`config.mk`:
```
export PLATFORM = sky130hd
export DESIGN_NAME = datapath_flat
export DESIGN_NICKNAME = d
export VERILOG_FILES = /design/src/common/cpu_pkg.sv /design/src/common/cpu_ctrl_if.sv /design/src/common/cpu_mem_if.sv /design/src/datapath.sv /design/src/flat_wrapper.sv
export VERILOG_INCLUDE_DIRS = /design/src /design/src/common
export SDC_FILE = /design/constraint.sdc
export NUM_CORES = 1
export LEC_CHECK = 0
export BUFFER_PORTS_ARGS = -buffer_cell sky130_fd_sc_hd__buf_2
export CAP_MARGIN = 30
export CORE_ASPECT_RATIO = 0.9
export CORE_UTILIZATION = 59
export DETAILED_ROUTE_END_ITERATION = 12
export PLACE_DENSITY = 0.89
export SYNTH_ARGS = -nofsm -noshare
export SYNTH_HDL_FRONTEND = slang
export SYNTH_SLANG_ARGS = --single-unit
```
`constraint.sdc`:
```
create_clock -name clk -period 13.06 [get_ports clk]
set_input_delay 3.918 -clock clk [delete_from_list [all_inputs] [get_ports clk]]
set_output_delay 3.918 -clock clk [all_outputs]
set_load 0.02 [all_outputs]
```
`src/common/cpu_settings.svh`:
```
`ifndef CPU_SETTINGS_SVH
`define CPU_SETTINGS_SVH

// Datapath widths
`define CPU_DATA_WIDTH 8            // Byte and bus width
`define CPU_ADDR_WIDTH 16           // PC, MAR and jump target width

// Memory
`define CPU_RAM_DEPTH 1024          // Bytes actually decoded by the RAM

// Microcode
`define CPU_MICROSTEPS 8            // Steps available per opcode

// Program origin loaded into the PC on start
`define CPU_ORIGIN 16'h0000

`endif

```
`src/common/cpu_pkg.sv`:
```
`include "cpu_settings.svh"

package cpu_pkg;

    typedef logic [`CPU_DATA_WIDTH-1:0] data_t;        // One byte
    typedef logic [`CPU_ADDR_WIDTH-1:0] addr_t;        // Full address

    // Bit positions inside the flags vector
    localparam int FLAG_Z = 0;                          // Zero
    localparam int FLAG_C = 1;                          // Carry or borrow
    localparam int FLAG_N = 2;                          // Negative

    typedef enum logic [7:0] {
        NOP   = 8'h00,
        HLT   = 8'h01,
        LDI_A = 8'h0C,                                  // A <= imm
        LDA   = 8'h0D,                                  // A <= mem[addr]
        STA   = 8'h0E,                                  // mem[addr] <= A
        ADI   = 8'h10,
        SBI   = 8'h11,
        OUT   = 8'h20,
        JMP   = 8'h30,
        JZ    = 8'h31,
        JC    = 8'h32,
        JN    = 8'h33
    } opcode_t;

    typedef enum logic [2:0] {
        S_RESET,                                        // Idle until start
        S_INIT,
        S_LATCH_ADDR,
        S_READ_BYTE,
        S_LATCH_BYTE,
        S_CHK_MORE_BYTES,
        S_EXECUTE,
        S_HALT
    } fsm_state_t;

    typedef enum logic [$clog2(`CPU_MICROSTEPS)-1:0] {
        MS0, MS1, MS2, MS3, MS4, MS5, MS6, MS7
    } microstep_t;

    // One microcode word; the first 17 fields reach the datapath
    typedef struct packed {
        logic load_origin;
        logic load_mar_pc;
        logic load_mar_temp;
        logic oe_ram;
        logic we_ram;
        logic pc_enable;
        logic load_pc;
        logic load_ir;
        logic load_temp_1;
        logic load_temp_2;
        logic oe_temp_1;
        logic oe_a;
        logic oe_alu;
        logic alu_sub;
        logic load_a;
        logic load_flags;
        logic load_out;
        logic check_zero;                               // Sequencer only from here on
        logic check_carry;
        logic check_negative;
        logic halt;
        logic last_step;
    } control_word_t;

endpackage

```
`src/common/cpu_ctrl_if.sv`:
```
`timescale 1ns/1ps
`include "cpu_settings.svh"

interface cpu_ctrl_if import cpu_pkg::*; ();

    logic load_origin;                  // PC <= origin
    logic load_mar_pc;
    logic load_mar_temp;                // MAR <= {temp_2, temp_1}
    logic oe_ram;
    logic we_ram;
    logic pc_enable;                    // PC increment
    logic load_pc;                      // Jump
    logic load_ir;
    logic load_temp_1;
    logic load_temp_2;
    logic oe_temp_1;
    logic oe_a;
    logic oe_alu;
    logic alu_sub;
    logic load_a;
    logic load_flags;
    logic load_out;
    opcode_t    opcode;                 // IR contents back to the sequencer
    logic [2:0] flags;                  // N, C, Z

    modport control (
        output load_origin, load_mar_pc, load_mar_temp, oe_ram, we_ram, pc_enable, load_pc,
               load_ir, load_temp_1, load_temp_2, oe_temp_1, oe_a, oe_alu, alu_sub,
               load_a, load_flags, load_out,
        input  opcode, flags
    );

    modport datapath (
        input  load_origin, load_mar_pc, load_mar_temp, oe_ram, we_ram, pc_enable, load_pc,
               load_ir, load_temp_1, load_temp_2, oe_temp_1, oe_a, oe_alu, alu_sub,
               load_a, load_flags, load_out,
        output opcode, flags
    );

endinterface

```
`src/common/cpu_mem_if.sv`:
```
`timescale 1ns/1ps
`include "cpu_settings.svh"

interface cpu_mem_if import cpu_pkg::*; ();

    addr_t addr;                        // From the MAR
    data_t wdata;                       // Bus value for STA
    logic  we;
    data_t rdata;                       // Async read of addr

    modport cpu (
        output addr, wdata, we,
        input  rdata
    );

    modport ram (
        input  addr, wdata, we,
        output rdata
    );

endinterface

```
`src/datapath.sv`:
```
`timescale 1ns/1ps
`include "cpu_settings.svh"

module datapath import cpu_pkg::*; (
    input  logic         clk,
    input  logic         reset,
    cpu_ctrl_if.datapath ctrl,
    cpu_mem_if.cpu       mem,
    output data_t        out_data,
    output logic         out_valid
);

    addr_t      pc;
    addr_t      mar;
    addr_t      temp_addr;                  // {hi, lo} operand pair
    data_t      ir;
    data_t      temp_1;                     // Immediate or address low byte
    data_t      temp_2;                     // Address high byte
    data_t      a_reg;
    data_t      out_reg;
    data_t      bus;
    data_t      alu_result;
    logic       alu_carry;
    logic [`CPU_DATA_WIDTH:0] alu_full;     // Extra bit holds carry/borrow
    logic [2:0] flags;

    assign temp_addr = {temp_2, temp_1};

    // =========================================================================
    // Bus and ALU
    always_comb begin
        if (ctrl.oe_ram)         bus = mem.rdata;
        else if (ctrl.oe_temp_1) bus = temp_1;
        else if (ctrl.oe_a)      bus = a_reg;
        else if (ctrl.oe_alu)    bus = alu_result;
        else                     bus = '0;      // Idle bus
    end

    always_comb begin
        if (ctrl.alu_sub)
            alu_full = {1'b0, a_reg} - {1'b0, temp_1};    // Top bit set on borrow
        else
            alu_full = {1'b0, a_reg} + {1'b0, temp_1};
    end

    assign alu_result = alu_full[`CPU_DATA_WIDTH-1:0];
    assign alu_carry  = alu_full[`CPU_DATA_WIDTH];

    // =========================================================================
    // Control registers
    always_ff @(posedge clk) begin
        if (reset) begin
            pc        <= '0;
            ir        <= '0;                    // Reads as NOP
            flags     <= '0;
            out_valid <= 1'b0;
        end else begin
            if (ctrl.load_origin)    pc <= `CPU_ORIGIN;
            else if (ctrl.load_pc)   pc <= temp_addr;
            else if (ctrl.pc_enable) pc <= pc + 1'b1;
            if (ctrl.load_ir)        ir <= bus;
            if (ctrl.load_flags) begin
                flags[FLAG_Z] <= (bus == '0);
                flags[FLAG_N] <= bus[`CPU_DATA_WIDTH-1];
                flags[FLAG_C] <= ctrl.oe_alu & alu_carry;  // Loads clear carry
            end
            out_valid <= ctrl.load_out;         // One-cycle pulse
        end
    end

    // Payload registers
    always_ff @(posedge clk) begin
        if (ctrl.load_mar_pc)   mar <= pc;
        if (ctrl.load_mar_temp) mar <= temp_addr;
        if (ctrl.load_temp_1)   temp_1 <= bus;
        if (ctrl.load_temp_2)   temp_2 <= bus;
        if (ctrl.load_a)        a_reg <= bus;
        if (ctrl.load_out)      out_reg <= bus;
    end

    // =========================================================================
    // Outputs
    assign mem.addr    = mar;
    assign mem.wdata   = bus;
    assign mem.we      = ctrl.we_ram;
    assign ctrl.opcode = opcode_t'(ir);
    assign ctrl.flags  = flags;
    assign out_data    = out_reg;

    a_mar_one_source: assert property (@(posedge clk) disable iff (reset)
        !(ctrl.load_mar_pc && ctrl.load_mar_temp))
        else $error("MAR loaded from PC and temp together");

endmodule

```
`src/flat_wrapper.sv`:
```
// flat-port wrapper written by rule: the top's interface ports become plain ports
module datapath_flat import cpu_pkg::*;
  (clk, reset, out_data, out_valid, ctrl_load_origin, ctrl_load_mar_pc, ctrl_load_mar_temp, ctrl_oe_ram, ctrl_we_ram, ctrl_pc_enable, ctrl_load_pc, ctrl_load_ir, ctrl_load_temp_1, ctrl_load_temp_2, ctrl_oe_temp_1, ctrl_oe_a, ctrl_oe_alu, ctrl_alu_sub, ctrl_load_a, ctrl_load_flags, ctrl_load_out, ctrl_opcode, ctrl_flags, mem_addr, mem_wdata, mem_we, mem_rdata);
  cpu_ctrl_if ctrl_i ();
  cpu_mem_if mem_i ();
  input  logic clk;
  input  logic reset;
  output data_t out_data;
  output logic out_valid;
  input wire logic [$bits(ctrl_i.load_origin)-1:0] ctrl_load_origin;
  input wire logic [$bits(ctrl_i.load_mar_pc)-1:0] ctrl_load_mar_pc;
  input wire logic [$bits(ctrl_i.load_mar_temp)-1:0] ctrl_load_mar_temp;
  input wire logic [$bits(ctrl_i.oe_ram)-1:0] ctrl_oe_ram;
  input wire logic [$bits(ctrl_i.we_ram)-1:0] ctrl_we_ram;
  input wire logic [$bits(ctrl_i.pc_enable)-1:0] ctrl_pc_enable;
  input wire logic [$bits(ctrl_i.load_pc)-1:0] ctrl_load_pc;
  input wire logic [$bits(ctrl_i.load_ir)-1:0] ctrl_load_ir;
  input wire logic [$bits(ctrl_i.load_temp_1)-1:0] ctrl_load_temp_1;
  input wire logic [$bits(ctrl_i.load_temp_2)-1:0] ctrl_load_temp_2;
  input wire logic [$bits(ctrl_i.oe_temp_1)-1:0] ctrl_oe_temp_1;
  input wire logic [$bits(ctrl_i.oe_a)-1:0] ctrl_oe_a;
  input wire logic [$bits(ctrl_i.oe_alu)-1:0] ctrl_oe_alu;
  input wire logic [$bits(ctrl_i.alu_sub)-1:0] ctrl_alu_sub;
  input wire logic [$bits(ctrl_i.load_a)-1:0] ctrl_load_a;
  input wire logic [$bits(ctrl_i.load_flags)-1:0] ctrl_load_flags;
  input wire logic [$bits(ctrl_i.load_out)-1:0] ctrl_load_out;
  output wire logic [$bits(ctrl_i.opcode)-1:0] ctrl_opcode;
  output wire logic [$bits(ctrl_i.flags)-1:0] ctrl_flags;
  output wire logic [$bits(mem_i.addr)-1:0] mem_addr;
  output wire logic [$bits(mem_i.wdata)-1:0] mem_wdata;
  output wire logic [$bits(mem_i.we)-1:0] mem_we;
  input wire logic [$bits(mem_i.rdata)-1:0] mem_rdata;
  assign ctrl_i.load_origin = ctrl_load_origin;
  assign ctrl_i.load_mar_pc = ctrl_load_mar_pc;
  assign ctrl_i.load_mar_temp = ctrl_load_mar_temp;
  assign ctrl_i.oe_ram = ctrl_oe_ram;
  assign ctrl_i.we_ram = ctrl_we_ram;
  assign ctrl_i.pc_enable = ctrl_pc_enable;
  assign ctrl_i.load_pc = ctrl_load_pc;
  assign ctrl_i.load_ir = ctrl_load_ir;
  assign ctrl_i.load_temp_1 = ctrl_load_temp_1;
  assign ctrl_i.load_temp_2 = ctrl_load_temp_2;
  assign ctrl_i.oe_temp_1 = ctrl_oe_temp_1;
  assign ctrl_i.oe_a = ctrl_oe_a;
  assign ctrl_i.oe_alu = ctrl_oe_alu;
  assign ctrl_i.alu_sub = ctrl_alu_sub;
  assign ctrl_i.load_a = ctrl_load_a;
  assign ctrl_i.load_flags = ctrl_load_flags;
  assign ctrl_i.load_out = ctrl_load_out;
  assign ctrl_opcode = ctrl_i.opcode;
  assign ctrl_flags = ctrl_i.flags;
  assign mem_addr = mem_i.addr;
  assign mem_wdata = mem_i.wdata;
  assign mem_we = mem_i.we;
  assign mem_i.rdata = mem_rdata;
  datapath u_core (.clk(clk), .reset(reset), .ctrl(ctrl_i), .mem(mem_i), .out_data(out_data), .out_valid(out_valid));
endmodule
```
Yosys cells after proc, flatten, opt, wreduce, memory -nomap -nowiden:

Cells that the tools add are included.

* register bits after elaboration: 76
* output and inout port bits: 45
* bits of input ports: 27
* word-level logic and storage cells: 26

* reductions and logical operators: 4
* muxes and demuxes: 9
* add/subtract/negate cells: 3
* bitwise operators: 1

Operator list (count)
* 16-bit 2-to-1 mux: 4
* 8-bit 2-to-1 mux: 4
* 16-bit by 1-bit adder with 16-bit output (second input constant): 1
* 8-bit by 8-bit adder with 9-bit output: 1
* 9-bit 2-to-1 mux: 1
* 8-bit by 8-bit subtractor with 9-bit output: 1
* 8-bit logical NOT: 1
* 2-bit nonzero test: 2
* 2-bit OR reduction: 1
* 1-bit AND: 1

Logic depth before layout (Yosys ltp):

* word-level depth: 7
* depth in mapped cells: 14
* depth with buffers taken out: 14

Worst setup path after synthesis:

OpenSTA, ideal clock, no wires.

* path type: in2out
* from: in ctrl_alu_sub
* to: out mem_wdata[4]
* arrival time: 6333 ps
* stages on the path: 8
* slack: 2809 ps
* buffers on the path: 1
* path through: clkbuf_1 mux2_2 fa_1 nand2b_1 a21oi_1 nor2_1 or4_1 a31oi_1

* cells in the longest elaborated chain, start to end: 5

Ends and longest elaborated chain
* start, declared: line flat_wrapper.sv:23 `input wire logic [$bits(ctrl_i.alu_sub)-1:0] ctrl_alu_sub;`
* 9-bit 2-to-1 mux: line datapath.sv:40 `if (ctrl.alu_sub)`
* 8-bit 2-to-1 mux: line datapath.sv:35 `else if (ctrl.oe_alu) bus = alu_result;`
* 8-bit 2-to-1 mux: line datapath.sv:34 `else if (ctrl.oe_a) bus = a_reg;`
* 8-bit 2-to-1 mux: line datapath.sv:33 `else if (ctrl.oe_temp_1) bus = temp_1;`
* 8-bit 2-to-1 mux: line datapath.sv:32 `if (ctrl.oe_ram) bus = mem.rdata;`
* end, declared: line flat_wrapper.sv:30 `output wire logic [$bits(mem_i.wdata)-1:0] mem_wdata;`

No other way between the ends.

Worst setup path after layout:

Ends and elaborated chain as after synthesis.

==> parameters.txt <==
Parameter                              Value

Logic synthesis
  Count of unique library cells instantiated by Yosys ... 48
  Sequential-to-total area share from yosys stat ... 54.5%
  Predominant post-synthesis flop cell ... sky130_fd_sc_hd__edfxtp_1
  Yosys reg bits ... 76
  Total standard cell area after synthesis ... 3670 sq um
  Post-synth EDFFs ... 48
  Average instance area after synthesis ... between 10 and 15 sq um
  Post-synthesis net count ... 366
  Number of warnings printed during yosys synthesis ... 0
  Post-synthesis cell count ... 328
  Share of async-settable or async-resettable flops after synthesis ... 0%

Routing
  DRC viols ... 0
  DRT Wirelength ... 7990 um
  First DRT Iteration DRCs ... approximately 190
  Via density ... 5.88
  Total number of vias ... ~2,800
  Number of antenna-violating nets in the routed design ... 0
  Routed len/inst ... 17.0 um
  Pre-antenna DRT Iters ... 5

Critical path
  Buffers plus inverters on the worst setup path ... 2
  Slowest cell on the critical path ... sky130_fd_sc_hd__a31oi_1
  Kind of cell with the highest combined delay on the critical path ... compound AO/OA/AOI/OAI gates
  Cells along the critical path ... buf_2 > mux2_2 > fa_1 > nand2b_1 > a21oi_1 > nor2_1 > or4_1 > a31oi_1 > buf_2
  Endpoint of the lowest-slack register-to-register path ... u_core.ctrl.flags[0]
  Arrival time at the worst endpoint ... 6.60 ns
  Slack of the worst reg-to-reg path ... between 9 and 10 ns
  Depth of the worst register-to-register path ... 11
  Launching element of the worst setup path ... ctrl_alu_sub
  Crit-path max cell delay ... 0.61 ns
  Crit path launch type ... primary input
  Largest fanout of any net on the critical path ... 8
  Most Frequent Cell on Critical Path ... sky130_fd_sc_hd__buf_2
  Worst endpoint required time ... 9.14 ns
  Worst Setup EP ... mem_wdata[4]
  Type of the worst setup path ... primary input to primary output
  Total stage count of the critical path ... 9
  Startpoint of the worst register-to-register path ... u_core.temp_1[0]
  Kind of end point of the critical path ... primary output

CTS
  Clock buffer depth ... 2
  # resized after CTS ... 0
  CTS hold repair buffers ... 0
  Clock latency of the later-clocked register in the worst-skew pair ... 0.35 ns
  Clock transition at the registers of the reported paths ... 0.07 ns
  H-tree Lvls ... 3
  Clk sinks ... between 70 and 80
  Root Buffer Master ... sky130_fd_sc_hd__clkbuf_8
  Setup repair bufs after CTS ... 0
  Clock buffer count from CTS ... 9
  Clock tree from TritonCTS ... yes

Power and ir drop
  Maximum ir drop on the vdd rail ... 0.0000881 V
  Leakage power ... 1.81 nW
  Sequential share of power ... between 40% and 50%
  Internal power contribution ... 0.000436 W
  Switching power summed over all nets ... 0.000168 W
  Part of the power in combinational logic ... 19.6%
  Fraction of power consumed by the clock network ... 32.5%
  Fraction of power spent switching nets ... 27.8%
  Power Dens Cells ... ~140 nW/um^2
  Total power draw ... 0.000604 W

STA
  Final Cycle Share ... 80.6%
  Upper clock frequency limit ... around 0.095 GHz
  Worst Max-Slew Pin Slew ... 0.717 ns
  Clock period minus worst slack ... 10.52 ns
  Worst setup skew after layout ... 0.0106 ns
  Number of setup violations in the final report ... 0
  Worst relative slew slack ... 52.0%
  Setup repair after global routing missed its margin ... no
  Hold Vio Cnt, Final ... 0
  Max Slew Vio Count ... 0
  Setup tns final ... 0 ns

Floorplan
  Ports ... 72
  Initial Util ... 63.1%
  Vertical die dimension ... about 77 um
  Die ar. ... between 6000 and 7000 sq um
  Area of the core region ... between 5000 and 6000 sq um
  Site row count ... 26
  Die Span X ... 85.2 um

Final layout
  Fill cell instance count of the final layout ... 400
  Layout-stage area growth over the synthesis result ... 16.7%
  Final core utilization ... about three quarters
  Final layout net count ... 433
  Number of cells in the finished layout apart from fillers ... 470
  Fraction of layout cells with a size suffix above 1 ... roughly 29%
  Antenna Diode Count ... 0

Placed design
  Routability congestion estimate ... 0.944
  Number of port buffers ... 69
  Cell Count Post-Placement ... about 450
  DP HPWL ... 5740 um

GRT
  Wire length of the first global-routing pass ... 13,000 um
  Pin count of the biggest net entering global routing ... 25
  Initial antenna violation count ... 0
  Vias in the first global route ... 2,599
  Remaining Overflow, GRT ... 0
  Overall Global Routing Usage ... 26.3%

Status
  Outcome ... finished clean

Job
  Max-cap violation count ... 0

Hold path
  Type of the worst min-delay path ... register to register
-- layout make-up --
type	instances	area (sq um)	share of cell area [%]
inverter	14	52.6	1.23
timing repair buffer	72	368	8.58
multi-input combinational	222	1550	36.2
clock buffer	10	138	3.21
clock inverter	6	86.3	2.01
sequential	76	2000	46.7
tap	70	87.6	2.04
-- cells in the final DEF, fill, tap and decap left out, drive strengths merged, types with 4 or more instances in the layout --
cell	Yosys	final
xor2	8	8
o21ai	5	5
nand2	15	15
nor2b	9	9
mux2	17	17
xnor2	17	17
or2	4	4
edfxtp	48	48
nand3	7	7
a211oi	10	10
mux2i	14	14
clkbuf	11	10
and3	5	5
nand2b	4	4
ha	10	10
nor2	44	44
buf	5	72
inv	14	15
a21oi	18	18
nor3	7	7
dfxtp	28	28
-- power groups by stage --
stage | clock network [W] | registers [W] | logic [W]
finish | 0.000196 | 0.000289 | 0.000118
global placement | 0 | 0.000294 | 0.000113
global route | 0.000212 | 0.000292 | 0.000127
detailed placement | 0 | 0.000294 | 0.000116
floorplan | 0 | 0.000304 | 0.0000687
CTS | 0.000200 | 0.000289 | 0.000117
-- kinds of logic after synthesis --
kind of cell	synth area share, %
adder cells (fa/ha/maj)	3.95
XOR/XNOR	5.96
AND/OR/NAND/NOR	13.8
flip-flops	54.5
multiplexers	9.03
AO/OA/AOI/OAI	9.61
buffers and inverters	3.20
-- through the flow --
| step | setup slack, ns | hold slack, ns | cell area, sq um |
|---|---|---|---|
| after floorplan | 2.81 | 0.476 | 3670 |
| after global placement | 2.62 | 0.452 | 4060 |
| after detailed placement | 2.56 | 0.482 | 4060 |
| after CTS | 2.57 | 0.497 | 4290 |
| after global routing | 2.44 | 0.524 | 4290 |
| final | 2.54 | 0.496 | 4290 |
-- metal layers --
layer / global-route usage (%) / wire (um) / up-vias
met4: 10.7 / 223 / 0
met5: 0 / 0 / -
met3: 8.29 / 691 / 21
li1: - / - / 1314
met1: 35.8 / 3430 / 1295
met2: 39.2 / 3640 / 135
-- cells in the mapped netlist (4+ instances only) --
cell type | n | area (sq um)
sky130_fd_sc_hd__o21ai_0 | 4 | 20.0
sky130_fd_sc_hd__clkbuf_1 | 11 | 41.3
sky130_fd_sc_hd__xor2_1 | 8 | 70.1
sky130_fd_sc_hd__mux2_2 | 17 | 191
sky130_fd_sc_hd__nor2_1 | 42 | 158
sky130_fd_sc_hd__edfxtp_1 | 48 | 1440
sky130_fd_sc_hd__inv_1 | 11 | 41.3
sky130_fd_sc_hd__dfxtp_1 | 28 | 561
sky130_fd_sc_hd__a21oi_1 | 17 | 85.1
sky130_fd_sc_hd__a211oi_1 | 10 | 75.1
sky130_fd_sc_hd__nand3_1 | 7 | 35.0
sky130_fd_sc_hd__nand2_1 | 15 | 56.3
sky130_fd_sc_hd__ha_1 | 10 | 125
sky130_fd_sc_hd__nand2b_1 | 4 | 25.0
sky130_fd_sc_hd__mux2i_1 | 14 | 140
sky130_fd_sc_hd__nor3_1 | 7 | 35.0
sky130_fd_sc_hd__and3_1 | 5 | 31.3
sky130_fd_sc_hd__xnor2_1 | 17 | 149
sky130_fd_sc_hd__nor2b_1 | 9 | 56.3
-- worst min-delay path, cell delays in order (launching register included) --
cell	delay, ns
sky130_fd_sc_hd__dfxtp_1	0.32
sky130_fd_sc_hd__nor2_1	0.09
sky130_fd_sc_hd__a211oi_1	0.05
-- worst min-delay path by stage --
stage,startpoint,endpoint,slack (ns),depth (start not counted)
after floorplan,u_core.temp_2[2],u_core.pc[10],0.48,2
after global placement,u_core.ctrl.flags[1],u_core.ctrl.flags[1],0.45,2
after detailed placement,u_core.ctrl.opcode[3],u_core.ctrl.opcode[3],0.48,2
after CTS,u_core.ctrl.opcode[3],u_core.ctrl.opcode[3],0.50,2
after global routing,u_core.ctrl.flags[1],u_core.ctrl.flags[1],0.52,2
final,u_core.ctrl.opcode[3],u_core.ctrl.opcode[3],0.50,2
Note: power is estimated with default switching activity, not from simulation.
