===== config.mk =====
export PLATFORM = sky130hd
export DESIGN_NAME = control_unit_flat
export DESIGN_NICKNAME = d
export VERILOG_FILES = /design/src/common/cpu_pkg.sv /design/src/common/cpu_ctrl_if.sv /design/src/control/control_unit.sv /design/src/flat_wrapper.sv
export VERILOG_INCLUDE_DIRS = /design/src /design/src/common
export SDC_FILE = /design/constraint.sdc
export NUM_CORES = 1
export LEC_CHECK = 0
export ABC_AREA = 1
export BUFFER_PORTS_ARGS = -buffer_cell sky130_fd_sc_hd__buf_4
export CAP_MARGIN = 10
export CORE_MARGIN = 2
export CORE_UTILIZATION = 47
export CTS_CLUSTER_SIZE = 16
export DETAILED_ROUTE_END_ITERATION = 10
export PLACE_DENSITY = 0.76
export SKIP_LAST_GASP = 1
export SYNTH_ARGS = -nofsm -noshare
export SYNTH_HDL_FRONTEND = slang
export SYNTH_SLANG_ARGS = --single-unit
export TNS_END_PERCENT = 1

===== constraint.sdc =====
create_clock -name clk -period 1.7 [get_ports clk]
set_input_delay 0.255 -clock clk [delete_from_list [all_inputs] [get_ports clk]]
set_output_delay 0.255 -clock clk [all_outputs]
set_load 0.03 [all_outputs]

===== src/common/cpu_settings.svh =====
`ifndef CPU_SETTINGS_SVH
`define CPU_SETTINGS_SVH

// Datapath widths
`define CPU_DATA_WIDTH 8            // Byte and bus width
`define CPU_ADDR_WIDTH 16           // PC, MAR and jump target width

// Memory
`define CPU_RAM_DEPTH 1024          // Bytes actually decoded by the RAM

// Microcode
`define CPU_MICROSTEPS 8            // Steps available per opcode

// Program origin loaded into the PC on start
`define CPU_ORIGIN 16'h0000

`endif


===== src/common/cpu_pkg.sv =====
`include "cpu_settings.svh"

package cpu_pkg;

    typedef logic [`CPU_DATA_WIDTH-1:0] data_t;        // One byte
    typedef logic [`CPU_ADDR_WIDTH-1:0] addr_t;        // Full address

    // Bit positions inside the flags vector
    localparam int FLAG_Z = 0;                          // Zero
    localparam int FLAG_C = 1;                          // Carry or borrow
    localparam int FLAG_N = 2;                          // Negative

    typedef enum logic [7:0] {
        NOP   = 8'h00,
        HLT   = 8'h01,
        LDI_A = 8'h0C,                                  // A <= imm
        LDA   = 8'h0D,                                  // A <= mem[addr]
        STA   = 8'h0E,                                  // mem[addr] <= A
        ADI   = 8'h10,
        SBI   = 8'h11,
        OUT   = 8'h20,
        JMP   = 8'h30,
        JZ    = 8'h31,
        JC    = 8'h32,
        JN    = 8'h33
    } opcode_t;

    typedef enum logic [2:0] {
        S_RESET,                                        // Idle until start
        S_INIT,
        S_LATCH_ADDR,
        S_READ_BYTE,
        S_LATCH_BYTE,
        S_CHK_MORE_BYTES,
        S_EXECUTE,
        S_HALT
    } fsm_state_t;

    typedef enum logic [$clog2(`CPU_MICROSTEPS)-1:0] {
        MS0, MS1, MS2, MS3, MS4, MS5, MS6, MS7
    } microstep_t;

    // One microcode word; the first 17 fields reach the datapath
    typedef struct packed {
        logic load_origin;
        logic load_mar_pc;
        logic load_mar_temp;
        logic oe_ram;
        logic we_ram;
        logic pc_enable;
        logic load_pc;
        logic load_ir;
        logic load_temp_1;
        logic load_temp_2;
        logic oe_temp_1;
        logic oe_a;
        logic oe_alu;
        logic alu_sub;
        logic load_a;
        logic load_flags;
        logic load_out;
        logic check_zero;                               // Sequencer only from here on
        logic check_carry;
        logic check_negative;
        logic halt;
        logic last_step;
    } control_word_t;

endpackage


===== src/common/cpu_ctrl_if.sv =====
`timescale 1ns/1ps
`include "cpu_settings.svh"

interface cpu_ctrl_if import cpu_pkg::*; ();

    logic load_origin;                  // PC <= origin
    logic load_mar_pc;
    logic load_mar_temp;                // MAR <= {temp_2, temp_1}
    logic oe_ram;
    logic we_ram;
    logic pc_enable;                    // PC increment
    logic load_pc;                      // Jump
    logic load_ir;
    logic load_temp_1;
    logic load_temp_2;
    logic oe_temp_1;
    logic oe_a;
    logic oe_alu;
    logic alu_sub;
    logic load_a;
    logic load_flags;
    logic load_out;
    opcode_t    opcode;                 // IR contents back to the sequencer
    logic [2:0] flags;                  // N, C, Z

    modport control (
        output load_origin, load_mar_pc, load_mar_temp, oe_ram, we_ram, pc_enable, load_pc,
               load_ir, load_temp_1, load_temp_2, oe_temp_1, oe_a, oe_alu, alu_sub,
               load_a, load_flags, load_out,
        input  opcode, flags
    );

    modport datapath (
        input  load_origin, load_mar_pc, load_mar_temp, oe_ram, we_ram, pc_enable, load_pc,
               load_ir, load_temp_1, load_temp_2, oe_temp_1, oe_a, oe_alu, alu_sub,
               load_a, load_flags, load_out,
        output opcode, flags
    );

endinterface


===== src/control/control_unit.sv =====
`timescale 1ns/1ps
`include "cpu_settings.svh"

module control_unit import cpu_pkg::*; (
    input  logic        clk,
    input  logic        reset,
    input  logic        start,
    cpu_ctrl_if.control ctrl,
    output logic        halted
);

    fsm_state_t    state, next_state;
    microstep_t    microstep, next_microstep;
    logic [1:0]    byte_count, next_byte_count;   // Bytes of current instruction fetched
    logic [1:0]    num_operand_bytes;
    logic          op_unknown;
    control_word_t rom_word;                      // ROM output for opcode/step
    control_word_t cw;                            // Word actually driven
    logic          check_active;
    logic          check_pass;

    // =========================================================================
    // Operand count decode
    always_comb begin
        op_unknown = 1'b0;
        case (ctrl.opcode)
            NOP, HLT, OUT:              num_operand_bytes = 2'd0;
            LDI_A, ADI, SBI:            num_operand_bytes = 2'd1;   // Immediate
            LDA, STA, JMP, JZ, JC, JN:  num_operand_bytes = 2'd2;   // lo, hi
            default: begin
                num_operand_bytes = 2'd0;
                op_unknown        = 1'b1;                          // Halts in CHK
            end
        endcase
    end

    // =========================================================================
    // Microcode ROM indexed by opcode and microstep
    always_comb begin
        rom_word = '{default: 1'b0, halt: 1'b1};  // Unused slots stop the CPU
        case (ctrl.opcode)
            NOP: rom_word = '{default: 1'b0, last_step: 1'b1};
            HLT: rom_word = '{default: 1'b0, halt: 1'b1};
            OUT: rom_word = '{default: 1'b0, oe_a: 1'b1, load_out: 1'b1, last_step: 1'b1};
            LDI_A: case (microstep)
                MS0: rom_word = '{default: 1'b0, oe_temp_1: 1'b1};
                MS1: rom_word = '{default: 1'b0, oe_temp_1: 1'b1, load_a: 1'b1,
                                  load_flags: 1'b1, last_step: 1'b1};
                default: ;
            endcase
            ADI, SBI: case (microstep)
                MS0: rom_word = '{default: 1'b0, oe_alu: 1'b1, alu_sub: (ctrl.opcode == SBI)};
                MS1: rom_word = '{default: 1'b0, oe_alu: 1'b1, alu_sub: (ctrl.opcode == SBI),
                                  load_a: 1'b1, load_flags: 1'b1, last_step: 1'b1};
                default: ;
            endcase
            LDA: case (microstep)
                MS0: rom_word = '{default: 1'b0, load_mar_temp: 1'b1};
                MS1: rom_word = '{default: 1'b0, oe_ram: 1'b1};          // Read settles
                MS2: rom_word = '{default: 1'b0, oe_ram: 1'b1, load_a: 1'b1,
                                  load_flags: 1'b1, last_step: 1'b1};
                default: ;
            endcase
            STA: case (microstep)
                MS0: rom_word = '{default: 1'b0, load_mar_temp: 1'b1};
                MS1: rom_word = '{default: 1'b0, oe_a: 1'b1};
                MS2: rom_word = '{default: 1'b0, oe_a: 1'b1, we_ram: 1'b1, last_step: 1'b1};
                default: ;
            endcase
            JMP, JZ, JC, JN: case (microstep)
                MS0: rom_word = '{default: 1'b0,
                                  check_zero:     (ctrl.opcode == JZ),
                                  check_carry:    (ctrl.opcode == JC),
                                  check_negative: (ctrl.opcode == JN)};
                MS1: rom_word = '{default: 1'b0};                        // Target settles
                MS2: rom_word = '{default: 1'b0, load_pc: 1'b1, last_step: 1'b1};
                default: ;
            endcase
            default: ;
        endcase
    end

    assign check_active = rom_word.check_zero | rom_word.check_carry | rom_word.check_negative;
    assign check_pass   = (rom_word.check_zero     & ctrl.flags[FLAG_Z])
                        | (rom_word.check_carry    & ctrl.flags[FLAG_C])
                        | (rom_word.check_negative & ctrl.flags[FLAG_N]);

    // =========================================================================
    // Sequencer
    always_ff @(posedge clk) begin
        if (reset) begin
            state      <= S_RESET;
            microstep  <= MS0;
            byte_count <= 2'd0;
        end else begin
            state      <= next_state;
            microstep  <= next_microstep;
            byte_count <= next_byte_count;
        end
    end

    always_comb begin
        next_state      = state;
        next_microstep  = microstep;
        next_byte_count = byte_count;
        cw              = '{default: 1'b0};
        case (state)
            S_RESET: if (start) next_state = S_INIT;
            S_INIT: begin
                cw.load_origin = 1'b1;
                next_state     = S_LATCH_ADDR;
            end
            S_LATCH_ADDR: begin
                cw.load_mar_pc = 1'b1;
                next_state     = S_READ_BYTE;
            end
            S_READ_BYTE: begin
                cw.oe_ram  = 1'b1;                        // Async RAM settles
                next_state = S_LATCH_BYTE;
            end
            S_LATCH_BYTE: begin
                cw.oe_ram       = 1'b1;
                cw.pc_enable    = 1'b1;
                cw.load_ir      = (byte_count == 2'd0);
                cw.load_temp_1  = (byte_count == 2'd1);
                cw.load_temp_2  = (byte_count == 2'd2);
                next_byte_count = byte_count + 2'd1;
                next_state      = S_CHK_MORE_BYTES;
            end
            S_CHK_MORE_BYTES: begin
                if (op_unknown) begin
                    next_state = S_HALT;
                end else if (byte_count > num_operand_bytes) begin
                    next_state      = S_EXECUTE;
                    next_byte_count = 2'd0;
                end else begin
                    next_state = S_LATCH_ADDR;
                end
            end
            S_EXECUTE: begin
                cw = rom_word;
                if (rom_word.halt) begin
                    next_state     = S_HALT;
                    next_microstep = MS0;
                end else if (check_active && !check_pass) begin
                    cw.load_pc     = 1'b0;                // Branch not taken
                    next_state     = S_LATCH_ADDR;
                    next_microstep = MS0;
                end else if (rom_word.last_step) begin
                    next_state     = S_LATCH_ADDR;
                    next_microstep = MS0;
                end else begin
                    next_microstep = microstep_t'(microstep + 1'b1);
                end
            end
            S_HALT: next_state = S_HALT;
            default: next_state = S_HALT;
        endcase
    end

    assign halted = (state == S_HALT);

    // Strobes to the datapath
    assign ctrl.load_origin   = cw.load_origin;
    assign ctrl.load_mar_pc   = cw.load_mar_pc;
    assign ctrl.load_mar_temp = cw.load_mar_temp;
    assign ctrl.oe_ram        = cw.oe_ram;
    assign ctrl.we_ram        = cw.we_ram;
    assign ctrl.pc_enable     = cw.pc_enable;
    assign ctrl.load_pc       = cw.load_pc;
    assign ctrl.load_ir       = cw.load_ir;
    assign ctrl.load_temp_1   = cw.load_temp_1;
    assign ctrl.load_temp_2   = cw.load_temp_2;
    assign ctrl.oe_temp_1     = cw.oe_temp_1;
    assign ctrl.oe_a          = cw.oe_a;
    assign ctrl.oe_alu        = cw.oe_alu;
    assign ctrl.alu_sub       = cw.alu_sub;
    assign ctrl.load_a        = cw.load_a;
    assign ctrl.load_flags    = cw.load_flags;
    assign ctrl.load_out      = cw.load_out;

    // =========================================================================
    // Checks
    a_bus_single_driver: assert property (@(posedge clk) disable iff (reset)
        $onehot0({cw.oe_ram, cw.oe_temp_1, cw.oe_a, cw.oe_alu}))
        else $error("Bus contention in state %s", state.name());

    a_halted_sticky: assert property (@(posedge clk) disable iff (reset)
        halted |=> halted)
        else $error("halted dropped without reset");

    // Longest opcode uses MS0 to MS2
    a_microstep_range: assert property (@(posedge clk) disable iff (reset)
        (state == S_EXECUTE) |-> (microstep <= MS2))
        else $error("Microstep %0d past the last microcode step", microstep);

endmodule


===== src/flat_wrapper.sv =====
// flat-port wrapper written by rule: the top's interface ports become plain ports
module control_unit_flat import cpu_pkg::*;
  (clk, reset, start, halted, ctrl_load_origin, ctrl_load_mar_pc, ctrl_load_mar_temp, ctrl_oe_ram, ctrl_we_ram, ctrl_pc_enable, ctrl_load_pc, ctrl_load_ir, ctrl_load_temp_1, ctrl_load_temp_2, ctrl_oe_temp_1, ctrl_oe_a, ctrl_oe_alu, ctrl_alu_sub, ctrl_load_a, ctrl_load_flags, ctrl_load_out, ctrl_opcode, ctrl_flags);
  cpu_ctrl_if ctrl_i ();
  input  logic clk;
  input  logic reset;
  input  logic start;
  output logic halted;
  output wire logic [$bits(ctrl_i.load_origin)-1:0] ctrl_load_origin;
  output wire logic [$bits(ctrl_i.load_mar_pc)-1:0] ctrl_load_mar_pc;
  output wire logic [$bits(ctrl_i.load_mar_temp)-1:0] ctrl_load_mar_temp;
  output wire logic [$bits(ctrl_i.oe_ram)-1:0] ctrl_oe_ram;
  output wire logic [$bits(ctrl_i.we_ram)-1:0] ctrl_we_ram;
  output wire logic [$bits(ctrl_i.pc_enable)-1:0] ctrl_pc_enable;
  output wire logic [$bits(ctrl_i.load_pc)-1:0] ctrl_load_pc;
  output wire logic [$bits(ctrl_i.load_ir)-1:0] ctrl_load_ir;
  output wire logic [$bits(ctrl_i.load_temp_1)-1:0] ctrl_load_temp_1;
  output wire logic [$bits(ctrl_i.load_temp_2)-1:0] ctrl_load_temp_2;
  output wire logic [$bits(ctrl_i.oe_temp_1)-1:0] ctrl_oe_temp_1;
  output wire logic [$bits(ctrl_i.oe_a)-1:0] ctrl_oe_a;
  output wire logic [$bits(ctrl_i.oe_alu)-1:0] ctrl_oe_alu;
  output wire logic [$bits(ctrl_i.alu_sub)-1:0] ctrl_alu_sub;
  output wire logic [$bits(ctrl_i.load_a)-1:0] ctrl_load_a;
  output wire logic [$bits(ctrl_i.load_flags)-1:0] ctrl_load_flags;
  output wire logic [$bits(ctrl_i.load_out)-1:0] ctrl_load_out;
  input wire logic [$bits(ctrl_i.opcode)-1:0] ctrl_opcode;
  input wire logic [$bits(ctrl_i.flags)-1:0] ctrl_flags;
  assign ctrl_load_origin = ctrl_i.load_origin;
  assign ctrl_load_mar_pc = ctrl_i.load_mar_pc;
  assign ctrl_load_mar_temp = ctrl_i.load_mar_temp;
  assign ctrl_oe_ram = ctrl_i.oe_ram;
  assign ctrl_we_ram = ctrl_i.we_ram;
  assign ctrl_pc_enable = ctrl_i.pc_enable;
  assign ctrl_load_pc = ctrl_i.load_pc;
  assign ctrl_load_ir = ctrl_i.load_ir;
  assign ctrl_load_temp_1 = ctrl_i.load_temp_1;
  assign ctrl_load_temp_2 = ctrl_i.load_temp_2;
  assign ctrl_oe_temp_1 = ctrl_i.oe_temp_1;
  assign ctrl_oe_a = ctrl_i.oe_a;
  assign ctrl_oe_alu = ctrl_i.oe_alu;
  assign ctrl_alu_sub = ctrl_i.alu_sub;
  assign ctrl_load_a = ctrl_i.load_a;
  assign ctrl_load_flags = ctrl_i.load_flags;
  assign ctrl_load_out = ctrl_i.load_out;
  assign ctrl_i.opcode = ctrl_opcode;
  assign ctrl_i.flags = ctrl_flags;
  control_unit u_core (.clk(clk), .reset(reset), .start(start), .ctrl(ctrl_i), .halted(halted));
endmodule

* After elaboration in Yosys (flattened, before gate mapping)
Index checks and enable logic that the tools add are counted.
** Storage, ports and cells
- Memory bits (writable) :: 0
- Bits in read-only memories :: 0
- Output and inout bits :: 18
- Register bits after elaboration :: 8
- Memories kept :: 0
- Bits of input ports :: 14
- Bits in latches :: 0
** Operators by class
- Bitwise logic cells :: 7
- $add $sub $neg :: 2
- Div/mod/pow operators :: 0
- Shift-type cells :: 0
- Magnitude comparators :: 1
- Reduce and logical (&&, ||, !) cells :: 15
- Muxes and demuxes :: 31
- Equal/unequal tests :: 26
- Multipliers :: 0
** Operators by type and width (count)
- one-hot mux 22 bit (7 select lines) :: 1
- one-hot mux 20 bit (3 select lines) :: 2
- one-hot mux 16 bit (3 select lines) :: 1
- == test 8 x 6 -> 1 bit, second input constant :: 5
- two-way mux 3 bit :: 9
- == test 8 x 4 -> 1 bit, second input constant :: 3
- one-hot mux 12 bit (2 select lines) :: 1
- one-hot mux 3 bit (8 select lines) :: 1
- one-hot mux 10 bit (2 select lines) :: 1
- == test 8 x 5 -> 1 bit, second input constant :: 2
- == test 3 bit, second input constant :: 4
- two-way mux 12 bit :: 1
- OR reduction 12 bit :: 1
- == test 3 x 2 -> 1 bit, second input constant :: 3
- == test 8 x 1 -> 1 bit, second input constant :: 1
- zero test 8 bit :: 1
- one-hot mux 1 bit (2 select lines) :: 4
- one-hot mux 2 bit (2 select lines) :: 2
- == test 3 x 1 -> 1 bit, second input constant :: 2
- zero test 3 bit :: 2
- one-hot mux 3 bit (2 select lines) :: 1
- OR reduction 6 bit :: 1
- two-way mux 1 bit :: 5
- two-way mux 2 bit :: 2
- 19 further kinds :: 26

* Depth between registers and ports, before layout
Gate-level depths: netlist of the first run.
- Word-level depth :: 11
- Gate-level depth with buffers :: 17
- Mapped depth without buffers :: 17

* Least setup slack after synthesis of the first run
Ideal clock, no wire load.
- Path kind :: flip-flop to output port
- Start point :: reg u_core.state[2]
- End point :: out ctrl_oe_a
- Cell stages (with the launch flop) :: 6
- Arrival :: 1957 ps
- Buffers on the path :: 0
- Setup slack :: -512 ps
- Required time :: 1445 ps
- Path through :: dfxtp_1 -> nand2_1 -> nor2_1 -> inv_1 -> nor3_1 -> o21bai_1
** On the way
- Cells in the longest elaborated chain, start to end :: 2
** RTL lines
- start, declared :: line control_unit.sv:12 : fsm_state_t state, next_state;
- start signal, assigned :: line control_unit.sv:96 : state <= next_state;
- == test 3 bit :: line control_unit.sv:107 : case (state)
- two-way mux 12 bit :: line control_unit.sv:107
- end, declared :: line flat_wrapper.sv:20 : output wire logic [$bits(ctrl_i.oe_a)-1:0] ctrl_oe_a;
Every way passes these cells.

* Worst setup path after layout of the first run
- Start point :: in ctrl_opcode[3]
- End point :: reg u_core.byte_count[0]
** On the way
- Cells in the longest elaborated chain, start to end :: 6
- Elaborated cells between the ends (all ways) :: 20
- Those cells by class :: order compare (1); eq/ne (13); mux (1); reduce/logical (5)
** RTL lines
- start, declared :: line flat_wrapper.sv:26 : input wire logic [$bits(ctrl_i.opcode)-1:0] ctrl_opcode;
- == test 8 x 4 -> 1 bit, or another cell as far along :: line control_unit.sv:26 : case (ctrl.opcode)
- OR reduction 6 bit or OR reduction 3 bit (tied branches) :: line control_unit.sv:26
- one-hot mux 2 bit (2 select lines) :: line control_unit.sv:26
- > comparator 2 bit :: line control_unit.sv:133 : end else if (byte_count > num_operand_bytes) begin
- != test 2 x 1 -> 1 bit (no line)
- AND reduction 3 bit (no line) (*)
- end signal, assigned :: line control_unit.sv:98 : byte_count <= next_byte_count;
- end, declared :: line control_unit.sv:14 : logic [1:0] byte_count, next_byte_count;
Every way passes the cells marked *; elsewhere a longest branch is shown, timed or not.
A chain may end at the register's enable or synchronous reset.

==> flow_metrics.env, run 1 <==
export IMPL_ant_nets=0
export IMPL_dieArea_sq_um=2740
export IMPL_grt_pass1_wl_um=6223
export IMPL_nets=298
export IMPL_die_height_um=52.35
export IMPL_area_delta_synth_final_pct=82.69
export IMPL_synth_area_leader_cell="dfxtp_1"
export IMPL_io_pins=32
export IMPL_synth_common_cells="37 x nor2_1, 33 x inv_1, 33 x nand2_1, 15 x nand3_1, 14 x nand2_2"
export IMPL_synth_nets=216
export IMPL_port_buffers=31
export IMPL_use_met3_pct=6.000
export IMPL_cp_required_ns=1.86
export IMPL_rows=17
export IMPL_design_area_sq_um=2007
export IMPL_grtUsageMet2_pct=58.13
export IMPL_grt_pass1_vias=1440
export IMPL_powerDensity_nw_per_um2=352.4
export IMPL_htreeDepth=1
export IMPL_cp_slowest_cell="ha_4"
export IMPL_critical_path_class="input port to flop"
export IMPL_worst_setup_path_end_kind="flop"
export IMPL_finalSetupTns_ns=-2.965
export IMPL_grt_overflow=0
export IMPL_ys_flop_type="dfxtp_1"
export IMPL_async_reset_ff_share_pct=0
export IMPL_fmax_mhz=506.9
export IMPL_yosysMostFrequentCell="nor2_1"
export IMPL_hold_viol_final=0
export IMPL_vias=1735
export IMPL_postCtsHoldBufs=0
export IMPL_cts_tree="yes"
export IMPL_maxSlewViolCount=0
export IMPL_p_total_mw=0.7073
export IMPL_ys_top_cells_by_area="dfxtp_1 15%, nor2_1 13%, inv_1 11%, nand2_1 11%, ha_1 10%"
export IMPL_r2r_setup_slack_ns=-0.09
export IMPL_die_x_um=52.35
export IMPL_drive_gt1_share_pct=61.17
export IMPL_fin_crit_sh_pct=116.0
export IMPL_finalWorstSetupSlack_ns=-0.2727
export IMPL_synth_top_family_by_area="simple AND/OR/NAND/NOR gates"
export IMPL_rsz0062_at_grt="true"
export IMPL_critPathMostFrequentCell="inv_1"
export IMPL_cp_cell_sequence="buf_4 > inv_1 > nand2_1 > nor2_4 > nand2_2 > nand2_2 > inv_2 > nand3_2 > inv_2 > ha_4 > inv_1 > nor2_1 > o2111ai_1 > nand2_1 > o21ai_1 > o21ai_0 > inv_1"
export IMPL_antenna_found_initial=0
export IMPL_syn_inst=193
export IMPL_synth_seq_area_share_pct=14.58
export IMPL_wl_um=5186
export IMPL_status="finished, violations left"
export IMPL_synthAdderAreaFrac_pct=10.25
export IMPL_clk_latency_ns=0.27
export IMPL_hp_class="input port to flop"
export IMPL_p_leak_nw=0.9858
export IMPL_syn_area_per_cell_sq_um=5.692
export IMPL_globalRouteTotalUtil_pct=31.59
export IMPL_violations="setup timing"
export IMPL_dpl_hpwl_um=2714
export IMPL_wire_per_inst_um=17.23
export IMPL_startpoint_type="input port"
export IMPL_cts_buffer_depth=2
export IMPL_n_antenna_cell=0
export IMPL_yosysWarnings=0
export IMPL_synth_seq_cells=8
export IMPL_path_max_fanout=3
export IMPL_grt_max_degree=8
export IMPL_cts_root_buffer="clkbuf_4"
export IMPL_slowest_delay_ns=0.27
export IMPL_gp_congestion=0.9320
export IMPL_clock_skew_ns=0.004634
export IMPL_clock_sinks=8
export IMPL_busiest_layer="met2"
export IMPL_synth_edf_count=0
export IMPL_finalCriticalPeriod_ns=1.973
export IMPL_numCtsBuffers=3
export IMPL_drtIter0Drc=110
export IMPL_setup_viol=21
export IMPL_finalHoldWorstSlack_ns=0.2146
export IMPL_core_area_sq_um=2212
export IMPL_ir_drop_v=0.0005204
export IMPL_yosysUniqueCellTypes=25
export IMPL_start_util_pct=49.66
export IMPL_max_slew_margin_pct=75.51
export IMPL_synth_xor_area_share_pct=0.7973
export IMPL_maxCapViolations=0
export IMPL_post_route_drc_count=0
export IMPL_postPlaceCellArea_sq_um=1613
export IMPL_synth_compound_area_share_pct=10.71
export IMPL_via_per_inst=5.764
export IMPL_drt_first_pass_iters=5
export IMPL_yosysTopAreaCellShare_pct=14.58
export IMPL_clk_pin_slew_ns=0.06
export IMPL_worst_pin_slew_ns=0.3653
export IMPL_cp_arrival_ns=2.13
export IMPL_synth_area_mux_share_pct=0
export IMPL_grt_util_met1_pct=34.60
export IMPL_synthesis_area_sq_um=1099
export IMPL_synthSimpleGateAreaFrac_pct=50.00
-- per-stage QoR --
step | setup WS, ns | instances | util, %
floorplan | -0.2247 | 193 | -
global route | -0.3476 | 301 | 90.72
detailed placement | -0.3574 | 283 | 72.91
global placement | -0.3059 | 283 | 72.91
CTS | -0.1094 | 294 | 81.90
finish | -0.2727 | 301 | 90.72
-- placed cells by master, fill, tap and decap left out, types with 5 or more instances in the layout --
cell type,n
nand2_2,19
buf_4,73
nor2_2,16
inv_2,13
nand3_1,11
inv_1,23
ha_1,6
buf_6,5
a21oi_1,5
nor2_4,9
nand2_4,5
nand2_1,23
nor2_1,20
-- worst paths after layout --
check	depth (start not counted)	start	to
max	17	ctrl_opcode[3]	u_core.byte_count[0]
max reg2reg	13	u_core.microstep[0]	u_core.microstep[1]
min	2	reset	u_core.microstep[2]
min reg2reg	2	u_core.microstep[2]	u_core.microstep[2]
-- power by group --
part | leakage, nW | total, mW | switching [mW] | internal [mW]
registers | 0.0676 | 0.217 | 0.0172 | 0.199
clock network | 0.0138 | 0.155 | 0.0734 | 0.0814
logic | 0.904 | 0.336 | 0.205 | 0.131
total | 0.986 | 0.707 | 0.296 | 0.412
-- worst max-delay path, delay by kind of cell --
kind | cells | cell delay [ns]
simple gates | 7 | 0.74
compound gates | 3 | 0.47
buf+inv | 6 | 0.40
fa+ha+maj | 1 | 0.27
-- cell type report --
type / instances / area (sq um)
Fill cell: 93 / 205.2
Timing Repair Buffer: 78 / 604.3
Multi-Input combinational cell: 146 / 1027
Clock buffer: 3 / 22.52
Sequential cell: 8 / 170.2
Inverter: 38 / 147.6
Tap cell: 28 / 35.03
-- routing by layer --
layer / vias up / routed length (um)
li1: 761 / -
met1: 806 / 1882
met2: 124 / 2448
met3: 44 / 479
met4: 0 / 375
met5: - / 0
-- sequential cells by signal (all words and copies together), names as in the netlist --
name,flops
u_core.microstep,3
u_core.byte_count,2
u_core.state,3
-- cells by family (layout without fill, tap and decap cells) --
group           count (synthesis)  count (layout)
compound gates                 18              18
xor+xnor                        1               1
fa+ha+maj                       9               9
buf+inv                        39             119
flops                           8               8
simple gates                  118             118
-- timing repair --
| item | 4_1_cts | 5_1_grt |
|---|---|---|
| endpoints found under the setup margin | 17 | 21 |
| resized for setup | 41 | 39 |
| pin swaps | 9 | 17 |
| setup buffers | 8 | 7 |
| gates cloned | 0 | 0 |
Note: power is estimated with default switching activity, not from simulation.
==> run 2, diff against run 1 <==
CORE_UTILIZATION = 52   (was 47)
PLACE_DENSITY = 0.9   (was 0.76)
clock period = 2.06 ns   (was 1.7 ns; I/O delays follow)
==> run 2 against run 1 <==
  * The run now ends clean
  * Total power down 29%
  * First-iteration DRC count is 66% lower
  * Non-clock buffer count down 37
  * Via count is 27% lower
  * Routed wire length shrank 49%
  * Register-to-register slack improved by 0.43 ns
  * Critical endpoint is now ctrl_alu_sub
==> flow_metrics.env, run 2 (synthesis gave the netlist of run 1 again) <==
export IMPL_cts_buffer_depth=2
export IMPL_clk_latency_ns=0.26
export IMPL_fin_crit_sh_pct=95.03
export IMPL_r2r_end="u_core.state[0]"
export IMPL_rsz0062_at_grt="true"
export IMPL_maxCapViolations=0
export IMPL_grt_pass1_wl_um=4609
export IMPL_vias=1269
export IMPL_setup_viol=0
export IMPL_fillers=167
export IMPL_die_x_um=49.97
export IMPL_r2r_setup_slack_ns=0.34
export IMPL_gp_congestion=0.9060
export IMPL_io_pins=32
export IMPL_cp_required_ns=1.75
export IMPL_start_util_pct=55.43
export IMPL_startpoint_type="input port"
export IMPL_status="finished, final reports clean"
export IMPL_grt_overflow=0
export IMPL_worst_setup_path_end_kind="output pin"
export IMPL_die_height_um=49.97
export IMPL_path_buf_inv=3
export IMPL_n_antenna_cell=0
export IMPL_critical_path_class="input port to output pin"
export IMPL_cp_cell_sequence="buf_4 > inv_1 > nand2_2 > nor2_4 > nand2_2 > nand2_2 > nor2_2 > nand3_2 > nand3_1 > nor3_1 > buf_4"
export IMPL_reg_largest_list="u_core.microstep: 3 flops, u_core.state: 3 flops, u_core.byte_count: 2 flops"
export IMPL_dieArea_sq_um=2497
export IMPL_finalWorstSetupSlack_ns=0.1024
export IMPL_maxSlewViolCount=0
export IMPL_min_to="u_core.byte_count[1]"
export IMPL_antenna_found_initial=0
export IMPL_numCtsBuffers=3
export IMPL_wire_per_inst_um=10.10
export IMPL_dpl_hpwl_um=2223
export IMPL_whs_path_depth=2
export IMPL_hold_viol_final=0
export IMPL_grt_pass1_vias=1127
export IMPL_cp_slowest_cell="nor2_4"
export IMPL_port_buffers=31
export IMPL_ir_drop_v=0.0004404
export IMPL_slowest_delay_ns=0.22
export IMPL_r2r_start="u_core.microstep[0]"
export IMPL_powerDensity_nw_per_um2=340.1
export IMPL_area_delta_synth_final_pct=34.05
export IMPL_max_slew_margin_pct=72.98
export IMPL_worst_pin_slew_ns=0.4023
export IMPL_finalCriticalPeriod_ns=1.958
export IMPL_path_max_fanout=7
export IMPL_fmax_mhz=510.8
export IMPL_rows=16
export IMPL_grt_max_degree=9
export IMPL_drive_gt1_share_pct=33.90
export IMPL_via_per_inst=4.825
export IMPL_reg2reg_depth=13
export IMPL_cp_arrival_ns=1.65
export IMPL_hp_start="reset"
export IMPL_wl_um=2655
export IMPL_core_area_sq_um=1982
export IMPL_critPathMostFrequentCell="nand2_2"
export IMPL_final_common_cell="buf_4"
export IMPL_layout_common_cells="41 x buf_4, 36 x nor2_1, 33 x nand2_1"
export IMPL_cts_root_buffer="clkbuf_4"
export IMPL_drtIter0Drc=37
export IMPL_globalRouteTotalUtil_pct=23.55
export IMPL_p_leak_nw=0.7568
export IMPL_clk_pin_slew_ns=0.05
export IMPL_drt_first_pass_iters=4
export IMPL_place_ws_ns=-0.02645
export IMPL_ant_nets=0
export IMPL_nets=261
export IMPL_hp_class="input port to flop"
export IMPL_finalHoldWorstSlack_ns=0.2628
export IMPL_post_route_drc_count=0
export IMPL_clock_skew_ns=0.005196
export IMPL_htreeDepth=1
export IMPL_cp_top_family="simple AND/OR/NAND/NOR gates"
export IMPL_cts_tree="yes"
export IMPL_clock_sinks=8
## run 2: final cells by class
class / count / area, sq um / area share, %
clock buffers: 3 / 22.52 / 1.529
repair buffers: 41 / 307.8 / 20.90
multi-input cells: 146 / 804.5 / 54.63
flip-flops and latches: 8 / 161.4 / 10.96
inverters: 38 / 142.6 / 9.686
well taps: 27 / 33.78 / 2.294
## run 2: worst max path at each step
stage                        start              end  slack (ns)  cells after the start
6_report            ctrl_opcode[5]     ctrl_alu_sub        0.10                     11
5_1_grt             ctrl_opcode[5]     ctrl_alu_sub       -0.05                     11
4_1_cts        u_core.microstep[0]      ctrl_load_a        0.04                      9
3_5_place_dp        ctrl_opcode[0]  u_core.state[2]       -0.03                     18
3_3_place_gp        ctrl_opcode[5]  u_core.state[2]        0.02                     16
2_1_floorplan       ctrl_opcode[5]  ctrl_load_flags        -0.1                     10
## run 2: where the power goes
group	switching [mW]	leakage, nW	internal, mW
Clock	0.0547	0.0138	0.0667
Combinational	0.122	0.677	0.0766
Sequential	0.0138	0.0656	0.167
Total	0.191	0.757	0.310
## run 2: routing by layer
| layer | up-vias | track usage (%) | wire [um] |
|---|---|---|---|
| li1 | 687 | - | - |
| met1 | 541 | 34.07 | 1289 |
| met2 | 38 | 35.33 | 1162 |
| met3 | 3 | 5.758 | 187 |
| met4 | 0 | 4.167 | 16 |
| met5 | - | 0 | 0 |
## run 2: timing repair
| action | in CTS | in global routing |
|---|---|---|
| setup buffers | 0 | 1 |
| pin swaps | 0 | 1 |
| setup endpoints to repair | 2 | 6 |
| gates resized for setup | 1 | 4 |
| hold buffers | 0 | 0 |
## run 2: worst reg2reg max path, cell delays in order, from the launching register on
cell	delay, ns
dfxtp_1	0.37
inv_2	0.07
ha_1	0.19
inv_1	0.09
nor2_4	0.05
nand3_1	0.08
o21ai_0	0.11
nor2_1	0.17
nand2_1	0.10
nor2_2	0.17
nand2_2	0.09
nand2_1	0.06
nor2_1	0.04
nor2_1	0.08
## run 2: stage by stage
| step | setup TNS [ns] | std cells | power, mW | instance area [sq um] | utilization, % |
|---|---|---|---|---|---|
| after global placement | 0 | 259 | 0.3762 | 1430 | 72.16 |
| after CTS | 0 | 262 | 0.5032 | 1455 | 73.42 |
| final | 0 | 263 | 0.5009 | 1473 | 74.31 |
| after floorplan | -0.09770 | 193 | 0.3062 | 1104 | - |
| after global routing | -0.1013 | 263 | 0.5431 | 1473 | 74.31 |
| after detailed placement | -0.03437 | 259 | 0.3794 | 1430 | 72.16 |
==> run 3, diff against run 2 <==
BUFFER_PORTS_ARGS = -buffer_cell sky130_fd_sc_hd__buf_2   (was -buffer_cell sky130_fd_sc_hd__buf_4)
CORE_UTILIZATION = 40   (was 52)
PLACE_DENSITY = 0.74   (was 0.9)
==> run 3 against run 2 <==
  * Clock power decreased by 5%
  * Critical endpoint is now ctrl_load_a
  * Register-to-register slack got worse by 0.02 ns
  * Non-clock buffer count grew 1
  * Worst setup slack got worse by 0.037 ns
  * Combinational power shrank 9%
  * Die area grew 27%
  * Critical path depth shrank 2
  * Cell area is 4.0% lower
==> flow_metrics.env, run 3 (synthesis gave the netlist of run 1 again) <==
export IMPL_status="finished, final reports clean"
export IMPL_cts_buffer_depth=2
export IMPL_area_delta_synth_final_pct=28.70
export IMPL_gp_congestion=0.8898
export IMPL_dpl_cell_count=265
export IMPL_path_max_fanout=4
export IMPL_antenna_found_initial=0
export IMPL_htreeDepth=1
export IMPL_clock_sinks=8
export IMPL_grt_overflow=0
export IMPL_fillers=285
export IMPL_fin_crit_sh_pct=96.82
export IMPL_die_x_um=56.41
export IMPL_start_util_pct=40.89
export IMPL_critPathMostFrequentCell="inv_1"
export IMPL_cp_arrival_ns=1.69
export IMPL_cp_slowest_cell="dfxtp_1"
export IMPL_reg_largest_list="u_core.microstep: 3 flops, u_core.state: 3 flops, u_core.byte_count: 2 flops"
export IMPL_worst_setup_path_end_kind="output pin"
export IMPL_grt_pass1_wl_um=4664
export IMPL_hp_class="input port to flop"
export IMPL_drive_gt1_share_pct=33.33
export IMPL_cp_cell_sequence="inv_1 > ha_1 > inv_1 > nor2_2 > nand3_1 > o21ai_0 > inv_1 > a21oi_2 > buf_4"
export IMPL_dieArea_sq_um=3182
export IMPL_grt_max_degree=8
export IMPL_slowest_delay_ns=0.33
export IMPL_clock_skew_ns=0.001221
export IMPL_r2r_start="u_core.microstep[0]"
export IMPL_clk_pin_slew_ns=0.05
export IMPL_critical_path_class="flop to output pin"
export IMPL_reg2reg_depth=13
export IMPL_crit_path_start="u_core.microstep[0]"
export IMPL_post_route_drc_count=0
export IMPL_ant_nets=0
export IMPL_globalRouteTotalUtil_pct=17.70
export IMPL_drtIter0Drc=49
export IMPL_via_per_inst=4.765
export IMPL_drt_first_pass_iters=4
export IMPL_cts_root_buffer="clkbuf_4"
export IMPL_port_buffers=31
export IMPL_rsz0062_at_grt="true"
export IMPL_grt_pass1_vias=1093
export IMPL_cts_setup_buffers=0
export IMPL_setup_viol=0
export IMPL_vias=1277
export IMPL_cp_required_ns=1.75
export IMPL_dpl_hpwl_um=2297
export IMPL_startpoint_type="flop"
export IMPL_worstSetupPathDepth=9
export IMPL_endpoint="ctrl_load_a"
export IMPL_die_height_um=56.41
export IMPL_max_slew_margin_pct=73.50
export IMPL_maxCapViolations=0
export IMPL_rows=19
export IMPL_wire_per_inst_um=10.05
export IMPL_r2r_end="u_core.state[0]"
export IMPL_powerDensity_nw_per_um2=337.9
export IMPL_io_pins=32
export IMPL_clk_latency_ns=0.25
export IMPL_path_buf_inv=4
export IMPL_fmax_mhz=501.4
export IMPL_p_total_mw=0.4777
export IMPL_ir_drop_v=0.0003846
export IMPL_finalCriticalPeriod_ns=1.994
export IMPL_worst_pin_slew_ns=0.3945
export IMPL_n_antenna_cell=0
export IMPL_hold_viol_final=0
export IMPL_numCtsBuffers=3
export IMPL_cp_top_family="buffers and inverters"
export IMPL_layout_common_cells="36 x nor2_1, 33 x inv_1, 33 x nand2_1"
export IMPL_final_common_cell="nor2_1"
export IMPL_instances_no_fill=268
export IMPL_maxSlewViolCount=0
export IMPL_wl_um=2693
export IMPL_cts_tree="yes"
export IMPL_postCtsHoldBufs=0
export IMPL_core_area_sq_um=2686
export IMPL_r2r_setup_slack_ns=0.32
export IMPL_p_leak_nw=0.7523
export IMPL_nets=262
[run 3: power breakdown]
part           internal (mW)  switching [mW]  leakage (nW)
Sequential             0.167          0.0136        0.0651
Clock                 0.0663          0.0487        0.0138
Combinational         0.0618           0.121         0.673
[run 3: area by class of cell]
cell class	instances	area, sq um	share of cell area [%]
clock buffers	3	22.52	1.593
inverters	38	142.6	10.09
multi-input cells	146	799.5	56.55
flip-flops and latches	8	160.2	11.33
well taps	31	38.79	2.743
repair buffers	42	250.2	17.70
[run 3: repair_timing]
item                       CTS  global route
resized for setup            1             9
setup endpoints to repair    2            10
pin swaps                    0             0
[run 3: per-stage QoR]
step           area (sq um)  utilization, %  setup TNS, ns  hold slack (ns)  setup WS [ns]
3_5_place_dp           1373           51.09       -0.03745           0.5184       -0.03745
6_report               1414           52.63              0           0.3171        0.06555
2_1_floorplan          1104               -       -0.09770           0.3781       -0.09770
5_1_grt                1414           52.63        -0.4348           0.3257       -0.08166
3_3_place_gp           1373           51.09     -0.0003502           0.5034     -0.0003502
4_1_cts                1398           52.03              0           0.3039        0.02632
[run 3: worst min path at each step]
stage | startpoint | to | slack, ns | cells past startpoint
finish | reset | u_core.byte_count[1] | 0.32 | 2
global route | reset | u_core.byte_count[1] | 0.33 | 2
CTS | reset | u_core.byte_count[1] | 0.30 | 2
detailed placement | u_core.byte_count[1] | u_core.byte_count[1] | 0.52 | 2
global placement | u_core.microstep[1] | u_core.microstep[1] | 0.50 | 2
floorplan | reset | u_core.byte_count[1] | 0.38 | 1
[run 3: per-layer routing]
layer	track usage, %	wire length, um
met5	0	0
met2	27.90	1212
met4	2.041	21
met1	25.46	1355
met3	3.917	104
